--- src/hdl/lcd_config.svh ---
`ifndef LCD_CONFIG_SVH
`define LCD_CONFIG_SVH

`define H_ACTIVE     96
`define H_TOTAL      120
`define HSYNC_START  100
`define HSYNC_END    108

`define V_ACTIVE     48
`define V_TOTAL      56
`define VSYNC_START  50
`define VSYNC_END    52

// image window, the stop values are exclusive
`define START_X      16
`define STOP_X       80
`define START_Y      8
`define STOP_Y       40

`define SCALE_SHIFT  2
`define IMG_WORDS    128

`endif

--- src/hdl/lcd_pkg.sv ---
`default_nettype none

package lcd_pkg;

	typedef logic [15:0] coord_t; // pixel or line position
	typedef logic [6:0]  img_addr_t; // cell row in the upper 3 bits, cell column in the lower 4
	typedef logic [8:0]  img_word_t;

	typedef struct packed {
		logic [4:0] r;
		logic [5:0] g;
		logic [4:0] b;
	} rgb565_t;

	typedef struct packed {
		logic hsync; // active low
		logic vsync; // active low
		logic den;
	} sync_t;

	typedef enum logic [1:0] {
		LOAD_IDLE,
		LOAD_COPY,
		LOAD_DONE
	} load_state_t;

endpackage

`default_nettype wire

--- src/hdl/lcd_timing.sv ---
`timescale 1ns/1ps
`default_nettype none

`include "lcd_config.svh"

module lcd_timing (
	input  logic            pixel_clk,
	input  logic            rst,
	output lcd_pkg::coord_t x,
	output lcd_pkg::coord_t y,
	output lcd_pkg::sync_t  timing_sync
);

	lcd_pkg::coord_t x_next;
	lcd_pkg::coord_t y_next;

	// sync levels that belong to one counter position
	function automatic lcd_pkg::sync_t sync_for(input lcd_pkg::coord_t px,
		input lcd_pkg::coord_t py);
		lcd_pkg::sync_t s;
		s.hsync = !((px >= `HSYNC_START) && (px < `HSYNC_END));
		s.vsync = !((py >= `VSYNC_START) && (py < `VSYNC_END));
		s.den   = (px < `H_ACTIVE) && (py < `V_ACTIVE);
		return s;
	endfunction

	always_comb begin
		x_next = x + 1'b1;
		y_next = y;
		if (x == lcd_pkg::coord_t'(`H_TOTAL - 1)) begin
			x_next = '0;
			if (y == lcd_pkg::coord_t'(`V_TOTAL - 1)) begin
				y_next = '0;
			end else begin
				y_next = y + 1'b1;
			end
		end
	end

	// the sync register is loaded from the next position so it stays in step with x and y
	always_ff @(posedge pixel_clk or negedge rst) begin
		if (!rst) begin
			x           <= '0;
			y           <= '0;
			timing_sync <= sync_for('0, '0);
		end else begin
			x           <= x_next;
			y           <= y_next;
			timing_sync <= sync_for(x_next, y_next);
		end
	end

endmodule

`default_nettype wire

--- src/hdl/image_rom.sv ---
`timescale 1ns/1ps
`default_nettype none

module image_rom (
	input  logic               pixel_clk,
	input  logic               rst,
	input  lcd_pkg::img_addr_t addr,
	output lcd_pkg::img_word_t data
);

	lcd_pkg::img_word_t word;

	// intensity pattern, the low 9 bits of addr times 37
	assign word = lcd_pkg::img_word_t'({2'b00, addr} * 9'd37);

	always_ff @(posedge pixel_clk or negedge rst) begin
		if (!rst) begin
			data <= '0;
		end else begin
			data <= word;
		end
	end

endmodule

`default_nettype wire

--- src/hdl/frame_loader.sv ---
`timescale 1ns/1ps
`default_nettype none

`include "lcd_config.svh"

module frame_loader (
	input  logic               pixel_clk,
	input  logic               rst,
	output lcd_pkg::img_addr_t rom_addr,
	input  lcd_pkg::img_word_t rom_data,
	output logic               ram_we,
	output lcd_pkg::img_addr_t ram_waddr,
	output lcd_pkg::img_word_t ram_wdata
);

	lcd_pkg::load_state_t state;

	assign ram_we    = (state == lcd_pkg::LOAD_COPY);
	assign ram_wdata = rom_data; // the rom output is already one cycle behind rom_addr

	always_ff @(posedge pixel_clk or negedge rst) begin
		if (!rst) begin
			state     <= lcd_pkg::LOAD_IDLE;
			rom_addr  <= '0;
			ram_waddr <= '0;
		end else begin
			case (state)
				lcd_pkg::LOAD_IDLE: begin
					state     <= lcd_pkg::LOAD_COPY; // word 0 is already being read
					rom_addr  <= rom_addr + 1'b1;
					ram_waddr <= rom_addr;
				end
				lcd_pkg::LOAD_COPY: begin
					rom_addr  <= rom_addr + 1'b1;
					ram_waddr <= rom_addr;
					if (ram_waddr == lcd_pkg::img_addr_t'(`IMG_WORDS - 1)) begin
						state <= lcd_pkg::LOAD_DONE;
					end
				end
				default: begin
					state <= lcd_pkg::LOAD_DONE; // stays here until the next reset
				end
			endcase
		end
	end

endmodule

`default_nettype wire

--- src/hdl/video_ram.sv ---
`timescale 1ns/1ps
`default_nettype none

`include "lcd_config.svh"

module video_ram (
	input  logic               pixel_clk,
	input  logic               we,
	input  lcd_pkg::img_addr_t waddr,
	input  lcd_pkg::img_word_t wdata,
	input  lcd_pkg::img_addr_t raddr,
	output lcd_pkg::img_word_t rdata
);

	lcd_pkg::img_word_t mem [0:`IMG_WORDS-1];

	always_ff @(posedge pixel_clk) begin
		if (we) begin
			mem[waddr] <= wdata;
		end
	end

	// a read of the address being written returns the old word
	always_ff @(posedge pixel_clk) begin
		rdata <= mem[raddr];
	end

endmodule

`default_nettype wire

--- src/hdl/pixel_compositor.sv ---
`timescale 1ns/1ps
`default_nettype none

`include "lcd_config.svh"

module pixel_compositor (
	input  logic                pixel_clk,
	input  logic                rst,
	input  lcd_pkg::coord_t     x,
	input  lcd_pkg::coord_t     y,
	input  lcd_pkg::sync_t      timing_sync,
	output lcd_pkg::img_addr_t  ram_raddr,
	input  lcd_pkg::img_word_t  ram_rdata,
	output lcd_pkg::sync_t      lcd_sync,
	output lcd_pkg::rgb565_t    lcd_rgb
);

	lcd_pkg::coord_t        dx;
	lcd_pkg::coord_t        dy;
	lcd_pkg::coord_t        cell_col;
	lcd_pkg::coord_t        cell_row;
	logic                   in_win;
	logic                   in_win_s1;
	logic                   in_win_s2;
	lcd_pkg::coord_t        grad_s1;
	lcd_pkg::coord_t        grad_s2;
	lcd_pkg::sync_t [1:0]   sync_pipe;
	lcd_pkg::rgb565_t       pixel_rgb;

	function automatic lcd_pkg::rgb565_t expand_word(input lcd_pkg::img_word_t w);
		lcd_pkg::rgb565_t c;
		c.r = w[8:4];
		c.g = w[8:3];
		c.b = w[8:4];
		return c;
	endfunction

	function automatic lcd_pkg::rgb565_t expand_grad(input lcd_pkg::coord_t v);
		lcd_pkg::rgb565_t c;
		c.r = v[4:0];
		c.g = v[10:5];
		c.b = v[15:11];
		return c;
	endfunction

	assign in_win   = (x >= `START_X) && (x < `STOP_X) && (y >= `START_Y) && (y < `STOP_Y);
	assign dx       = x - lcd_pkg::coord_t'(`START_X);
	assign dy       = y - lcd_pkg::coord_t'(`START_Y);
	assign cell_col = dx >> `SCALE_SHIFT;
	assign cell_row = dy >> `SCALE_SHIFT;

	// stage 1 registers the address, stage 2 carries the rest while the ram reads
	always_ff @(posedge pixel_clk) begin
		ram_raddr <= {cell_row[2:0], cell_col[3:0]};
		in_win_s1 <= in_win;
		grad_s1   <= x + y;
		in_win_s2 <= in_win_s1;
		grad_s2   <= grad_s1;
	end

	always_comb begin
		pixel_rgb = '0;
		if (sync_pipe[1].den) begin
			pixel_rgb = in_win_s2 ? expand_word(ram_rdata) : expand_grad(grad_s2);
		end
	end

	always_ff @(posedge pixel_clk or negedge rst) begin
		if (!rst) begin
			sync_pipe[0] <= '{hsync: 1'b1, vsync: 1'b1, den: 1'b0};
			sync_pipe[1] <= '{hsync: 1'b1, vsync: 1'b1, den: 1'b0};
			lcd_sync     <= '{hsync: 1'b1, vsync: 1'b1, den: 1'b0};
			lcd_rgb      <= '0;
		end else begin
			sync_pipe <= {sync_pipe[0], timing_sync}; // three pixels in flight
			lcd_sync  <= sync_pipe[1];
			lcd_rgb   <= pixel_rgb;
		end
	end

endmodule

`default_nettype wire

--- src/hdl/lcd_top.sv ---
`timescale 1ns/1ps
`default_nettype none

module lcd_top (
	input  logic             pixel_clk,
	input  logic             rst,
	output lcd_pkg::sync_t   lcd_sync,
	output lcd_pkg::rgb565_t lcd_rgb
);

	lcd_pkg::coord_t    x;
	lcd_pkg::coord_t    y;
	lcd_pkg::sync_t     timing_sync;
	lcd_pkg::img_addr_t rom_addr;
	lcd_pkg::img_word_t rom_data;
	logic               ram_we;
	lcd_pkg::img_addr_t ram_waddr;
	lcd_pkg::img_word_t ram_wdata;
	lcd_pkg::img_addr_t ram_raddr;
	lcd_pkg::img_word_t ram_rdata;

	lcd_timing timing (
		.pixel_clk   (pixel_clk),
		.rst         (rst),
		.x           (x),
		.y           (y),
		.timing_sync (timing_sync)
	);

	image_rom rom (
		.pixel_clk (pixel_clk),
		.rst       (rst),
		.addr      (rom_addr),
		.data      (rom_data)
	);

	frame_loader loader (
		.pixel_clk (pixel_clk),
		.rst       (rst),
		.rom_addr  (rom_addr),
		.rom_data  (rom_data),
		.ram_we    (ram_we),
		.ram_waddr (ram_waddr),
		.ram_wdata (ram_wdata)
	);

	video_ram vram (
		.pixel_clk (pixel_clk),
		.we        (ram_we),
		.waddr     (ram_waddr),
		.wdata     (ram_wdata),
		.raddr     (ram_raddr),
		.rdata     (ram_rdata)
	);

	pixel_compositor compositor (
		.pixel_clk   (pixel_clk),
		.rst         (rst),
		.x           (x),
		.y           (y),
		.timing_sync (timing_sync),
		.ram_raddr   (ram_raddr),
		.ram_rdata   (ram_rdata),
		.lcd_sync    (lcd_sync),
		.lcd_rgb     (lcd_rgb)
	);

endmodule

`default_nettype wire

--- config.mk ---
export PLATFORM = sky130hd
export DESIGN_NAME = lcd_top
export DESIGN_NICKNAME = d
export VERILOG_FILES = /design/src/hdl/lcd_pkg.sv /design/src/hdl/lcd_timing.sv /design/src/hdl/image_rom.sv /design/src/hdl/frame_loader.sv /design/src/hdl/video_ram.sv /design/src/hdl/pixel_compositor.sv /design/src/hdl/lcd_top.sv
export VERILOG_INCLUDE_DIRS = /design/src /design/src/hdl
export SDC_FILE = /design/constraint.sdc
export NUM_CORES = 1
export LEC_CHECK = 0
export ABC_AREA = 1
export BUFFER_PORTS_ARGS = -buffer_cell sky130_fd_sc_hd__buf_2
export CAP_MARGIN = 10
export CORE_MARGIN = 2
export CORE_UTILIZATION = 40
export DETAILED_ROUTE_END_ITERATION = 12
export PLACE_DENSITY = 0.67
export SYNTH_ARGS = -nofsm -noshare
export SYNTH_HDL_FRONTEND = slang
export SYNTH_SLANG_ARGS = --single-unit
--- constraint.sdc ---
create_clock -name pixel_clk -period 2.27 [get_ports pixel_clk]
set_input_delay 0 -clock pixel_clk [delete_from_list [all_inputs] [get_ports pixel_clk]]
set_output_delay 0 -clock pixel_clk [all_outputs]
set_load 0.005 [all_outputs]
Word level (Yosys, flattened, before mapping)
Memories as Yosys holds them, arrays and structs flattened. A register that Yosys moved wholly into a read port is not among the register bits.
Index checks and enable logic that the tools add are counted.
{ "classes": {"n_addsub": 6, "multipliers": 1, "n_lt_le_gt_ge": 10, "eq_ne": 5, "mux": 9, "reduce_logical": 10} }
{ "op_table": {"columns": ["op", "count"], "rows": [
  ["16-bit two-way mux", 5],
  ["16-bit by 6-bit less-than comparator with 1-bit output, second input constant", 3],
  ["16-bit by 7-bit less-than comparator with 1-bit output, second input constant", 3],
  ["16-bit by 1-bit adder with 16-bit output, second input constant", 2],
  ["16-bit adder", 1],
  ["16-bit by 6-bit equality test with 1-bit output, second input constant", 1],
  ["16-bit by 7-bit equality test with 1-bit output, second input constant", 1],
  ["16-bit by 4-bit >= comparator with 1-bit output, second input constant", 1],
  ["16-bit by 5-bit >= comparator with 1-bit output, second input constant", 1],
  ["16-bit by 6-bit >= comparator with 1-bit output, second input constant", 1],
  ["16-bit by 7-bit >= comparator with 1-bit output, second input constant", 1],
  ["7-bit by 6-bit multiplier with 9-bit output, second input constant", 1],
  ["7-bit by 1-bit adder with 7-bit output, second input constant", 1],
  ["7-bit equality test, second input constant", 1],
  ["1-bit logical AND", 6],
  ["6-bit by 5-bit subtractor with 6-bit output, second input constant", 1],
  ["5-bit by 4-bit subtractor with 5-bit output, second input constant", 1],
  ["2-bit case mux with 2 select lines", 1],
  ["2-bit by 1-bit equality test with 1-bit output, second input constant", 1],
  ["1-bit zero test", 2],
  ["2-bit zero test", 1],
  ["1-bit two-way mux", 2],
  ["2-bit two-way mux", 1],
  ["2-bit != test, second input constant", 1],
  ["2-bit OR reduction", 1]
]} }
{ "word_totals": {"ff_bits": 126, "ram_bits": 1152, "mem_count": 1} }
{ "mem_list": {"columns": ["name", "words", "word_bits", "read_ports", "rd_clocked_by_memory_dff", "write_ports", "line", "source"], "rows": [
  ["vram.mem", 128, 9, 1, 1, 1, "video_ram.sv:15", "lcd_pkg::img_word_t mem [0:`IMG_WORDS-1];"]
]} }

Logic depth before layout (Yosys ltp)
{ "depth": {"word_depth": 6, "mapped_depth": 14, "ltp_nobuf": 13} }

By module
Synthesis repeated with hierarchy kept, for this count alone.
{ "unflattened": {"hier_cells": 4817, "area_unflattened_um2": 53762.8} }
{ "by_module_without_submodules": {"columns": ["mod", "n_inst", "cells_each", "area_each_um2", "seq_area_each_um2"], "rows": [
  ["video_ram", 1, 3994, 47361.7, 34773.4],
  ["pixel_compositor", 1, 317, 2700.1, 1453.9],
  ["lcd_timing", 1, 352, 2298.5, 879.6],
  ["frame_loader", 1, 96, 797.0, 400.4],
  ["image_rom", 1, 58, 605.6, 225.2]
]} }

Worst setup path before layout
No wires, ideal clock.
{ "synth_path": {"path_kind": "register to register", "from": "reg loader.rom_addr[4]", "to": "reg rom.data[8]", "arrival_time_ps": 2191, "setup_slack_ps": -45, "stages_incl_launch_ff": 11, "period_less_slack_ps": 2315, "cell_sequence": "dfrtp_1 ha_1 ha_1 inv_1 fa_1 inv_1 ha_1 nand2_1 nand2_1 a21oi_1 xnor2_1"} }
{ "synth_between": {"elab_chain_cells": 1} }
{ "synth_rtl": {"columns": ["item", "line", "source"], "rows": [
  ["from (decl)", "frame_loader.sv:9", "output lcd_pkg::img_addr_t rom_addr,"],
  ["from (signal assigned)", "frame_loader.sv:30", "rom_addr <= rom_addr + 1'b1;"],
  ["from (signal assigned)", "frame_loader.sv:34", "rom_addr <= rom_addr + 1'b1;"],
  ["7-bit by 6-bit multiplier with 9-bit output", "image_rom.sv:14", "assign word = lcd_pkg::img_word_t'({2'b00, addr} * 9'd37);"],
  ["net rom.word[8]", "image_rom.sv:11", "lcd_pkg::img_word_t word;"],
  ["to (signal assigned)", "image_rom.sv:20", "data <= word;"],
  ["to (decl)", "image_rom.sv:8", "output lcd_pkg::img_word_t data"]
]} }
The timed path passes the listed nets, and every way through them passes these cells.
A chain may end at the register's enable or synchronous reset.

Worst setup path in the final report
{ "layout_path": {"from": "reg loader.ram_waddr[2]", "to": "mem vram.mem[124][7] (netlist bit), enable pin"} }
{ "layout_lines": {"columns": ["item", "line", "source"], "rows": [
  ["from (decl)", "frame_loader.sv:12", "output lcd_pkg::img_addr_t ram_waddr,"],
  ["from (signal assigned)", "frame_loader.sv:31", "ram_waddr <= rom_addr;"],
  ["from (signal assigned)", "frame_loader.sv:35", "ram_waddr <= rom_addr;"],
  ["to (decl)", "video_ram.sv:15", null]
]} }
Straight into the memory's write port.

==> flow_summary.ini <==
[clocking]
cts_tree = yes
cts_root_buf = clkbuf_16
cts_buffer_depth = 3
worstSkewPairLatency_ps = 670
htree_levels = 3
numClockSinks = 897
clk_pin_slew_ps = 60
numCtsBuffers = 92

[timing]
post-route-period-util_pct = 98.55
setup_violations = 0
hold_violations = 0
skew_ps = 36.60
relSlewSlack_pct = 43.01
worstMarginPinSlew_ps = 854.9
layout_min_cycle_time_ps = 2237
whs_ps = 320.0
fmax_mhz = 447.0
timing.final.max_slew_violations = 0

[global_routing]
grt_max_degree = 73
grt_pass1_wl_um = 141000
grt.met2_usage_pct = 31.78
grt_pass1_vias = 24760
grtUsageMet1_pct = 25.47
top_usage_layer = met2
met3_usage_pct = 2.718
grtUsageTotal_pct = 19.04
antenna_found_initial = 0
overflow = 0

[power]
p_comb_share_pct = 0.1
internal_power_mw = 26.36
p_seq_share_pct = 53.8
switching_share_pct = 19.62
leakage_nw = 16.52
p_clk_share_pct = 46.1
p_per_area_nw_per_um2 = 751.7
vdd_drop_max_v = 0.0005745
switchingPower_mw = 6.435

[critical_path]
cp_max_fo = 7
critPathLaunch = loader.ram_waddr[2]$_DFFE_PN0P_
worstPathRequired_ps = 2580
path_class = reg2reg
endpoint_kind = flop
r2r-start = loader.ram_waddr[2]$_DFFE_PN0P_
critPathArrivalTime_ps = 2540
cp-start-kind = flop
r2r_setup_slack_ps = 30

[logic_synthesis]
synth_top_area_cell = edfxtp_1
syn_area_per_cell_um2 = 10.97
ys_seq_area_share_pct = 69.58
syn_inst = 3415
synth_top_area_share_pct = 61.56
syn_nets = 3459
ys_types = 36
synth_warnings = 0
synth_area_um2 = 37460
synth-edff-count = 768
synthArstFlopShare_pct = 9.142
synth_seq_cells = 897
synthTopCellsByArea = edfxtp_1, nand2_1, nand3_1, dfrtp_1, dfxtp_1
synthFlopType = edfxtp_1

[detailed_routing]
totalWireLength_um = 91560
viasPerCell = 5.172
drtIter0Drc = 2382
drc = 0
num_vias = 25400
drt-wirelength-per-cell_um = 18.64
drt.antenna.violating_nets = 0
firstDrtPassIters = 8

[floorplan]
row_count = 112
core_area_um2 = 93050
die_h_um = 310.0
die_width_um = 310.0
io_pins = 21
dieArea_um2 = 96120
start_util_pct = 40.26

[final_layout]
stdcell_area_um2 = 43620
antenna_cells = 0
nNetsFinal = 3622
syn_to_final_growth_pct = 16.44
final_layout_size_suffix_gt1_share_pct = 11.84

[placement]
gp_congestion = 0.8884
io_buffers = 20
place_hpwl_um = 57090
dpl-instance-area_um2 = 40420

[run]
max_cap_violations = 0

[status]
status = completed

[worst_hold_path]
worstHoldStart = compositor.grad_s1[7]$_DFF_P_
hp-class = reg2reg
## worst paths after layout
path                                              endpoint  cells after the start
max in group asynchronous  timing.timing_sync[0]$_DFF_PN1_                      4
min                          compositor.grad_s2[7]$_DFF_P_                      0
max reg2reg                     vram.mem[124][7]$_DFFE_PP_                      4
min in group asynchronous            timing.x[9]$_DFF_PN0_                      4
min reg2reg                  compositor.grad_s2[7]$_DFF_P_                      0
max                             vram.mem[124][7]$_DFFE_PP_                      4
## area by class of cell
| cell class | count | area [um^2] |
|---|---|---|
| flip-flops and latches | 897 | 26100 |
| inverters | 116 | 454.2 |
| multi-input cells | 2221 | 10120 |
| clock inverters | 54 | 578.1 |
| clock buffers | 120 | 2477 |
| repair buffers | 250 | 2317 |
| well taps | 1254 | 1569 |
| fillers | 8313 | 49430 |
## power by group through the flow
stage / Combinational, mW / Sequential (mW) / Clock (mW)
after floorplan: 0.00000595 / 18.0 / 0
after global placement: 0.0343 / 18.0 / 0
after detailed placement: 0.0349 / 18.0 / 0
after CTS: 0.0426 / 17.6 / 15.4
after global routing: 0.0467 / 17.6 / 16.0
final: 0.0399 / 17.6 / 15.1
## flip-flops by register name, summed over array words and instances, names as in the netlist
name                  count
compositor.grad_s1       16
timing.y                 16
compositor.in_win_s2      1
compositor.lcd_rgb       16
loader.ram_waddr          7
loader.rom_addr           7
compositor.sync_pipe      6
rom.data                  6
vram.rdata                6
compositor.in_win_s1      1
compositor.lcd_sync       3
compositor.grad_s2       16
timing.timing_sync        3
vram.mem                768
timing.x                 16
loader.state              2
compositor.ram_raddr      7
## worst max-delay path: stages (launching register included)
cell,delay (ps)
dfrtp_1,460
inv_1,120
nor3_1,240
nand2_1,440
nor2_1,610
## metrics by stage
stage | cells | setup WS (ps) | total power, mW | TNS (ps) | util (%)
after floorplan | 3415 | 34.72 | 17.99 | 0 | -
after global placement | 4732 | -126.1 | 18.02 | -140.4 | 43.43
after detailed placement | 4732 | -65.98 | 18.02 | -100.1 | 43.43
after CTS | 4911 | 3.613 | 33.05 | 0 | 46.79
after global routing | 4912 | -30.11 | 33.68 | -51.88 | 46.88
final | 4912 | 32.97 | 32.79 | 0 | 46.88
## layout by cell type (no fill, tap or decap), drive strengths merged, types with 3 or more instances in the layout
| cell type | instances |
|---|---|
| nand2 | 1095 |
| edfxtp | 768 |
| nand3 | 741 |
| buf | 248 |
| nor2 | 212 |
| clkbuf | 120 |
| inv | 119 |
| dfrtp | 73 |
| dfxtp | 47 |
| clkinv | 42 |
| ha | 38 |
| a21oi | 29 |
| o21ai | 24 |
| xor2 | 20 |
| nand4 | 15 |
| xnor2 | 12 |
| nor3 | 12 |
| dfstp | 9 |
| bufinv | 8 |
| fa | 4 |
| a31oi | 3 |
| nor4 | 3 |
## synth_stat cells, types with 3 or more instances
cell	instances
inv_1	113
edfxtp_1	768
dfxtp_1	47
buf_4	29
nor4_1	3
nor2_2	8
fa_1	4
nand2_1	1092
nand4_1	15
clkbuf_1	36
o21ai_0	23
buf_2	100
dfrtp_1	73
xnor2_1	12
a21oi_1	29
nor3_1	12
buf_1	14
dfstp_2	9
nand2_2	3
xor2_1	20
ha_1	38
a31oi_1	3
nor2_1	204
nand3_1	741
## per-layer routing
layer | vias up | part of all wire, % | wire, um
met2 | 969 | 48 | 43990
met5 | - | 0 | 0
met1 | 12140 | 41 | 37930
met3 | 185 | 7.4 | 6821
met4 | 0 | 3.1 | 2826
li1 | 12110 | - | -
## cell families after synthesis
family | synth area share (%)
flip-flops | 69.58
XOR/XNOR | 0.7481
AO/OA/AOI/OAI | 0.9384
buffers and inverters | 3.647
adder cells (fa/ha/maj) | 1.483
AND/OR/NAND/NOR | 23.61
## timing repair
item | CTS | global route
gates resized for setup | 6 | 10
hold buffers | 3 | 0
pin swaps | 7 | 6
buffers inserted | 2 | 1
endpoints found under the setup margin | 2 | 46
endpoints found under the hold margin | 73 | 0
cloned | 0 | 0
No activity file was read; power rests on OpenSTA's default activity.
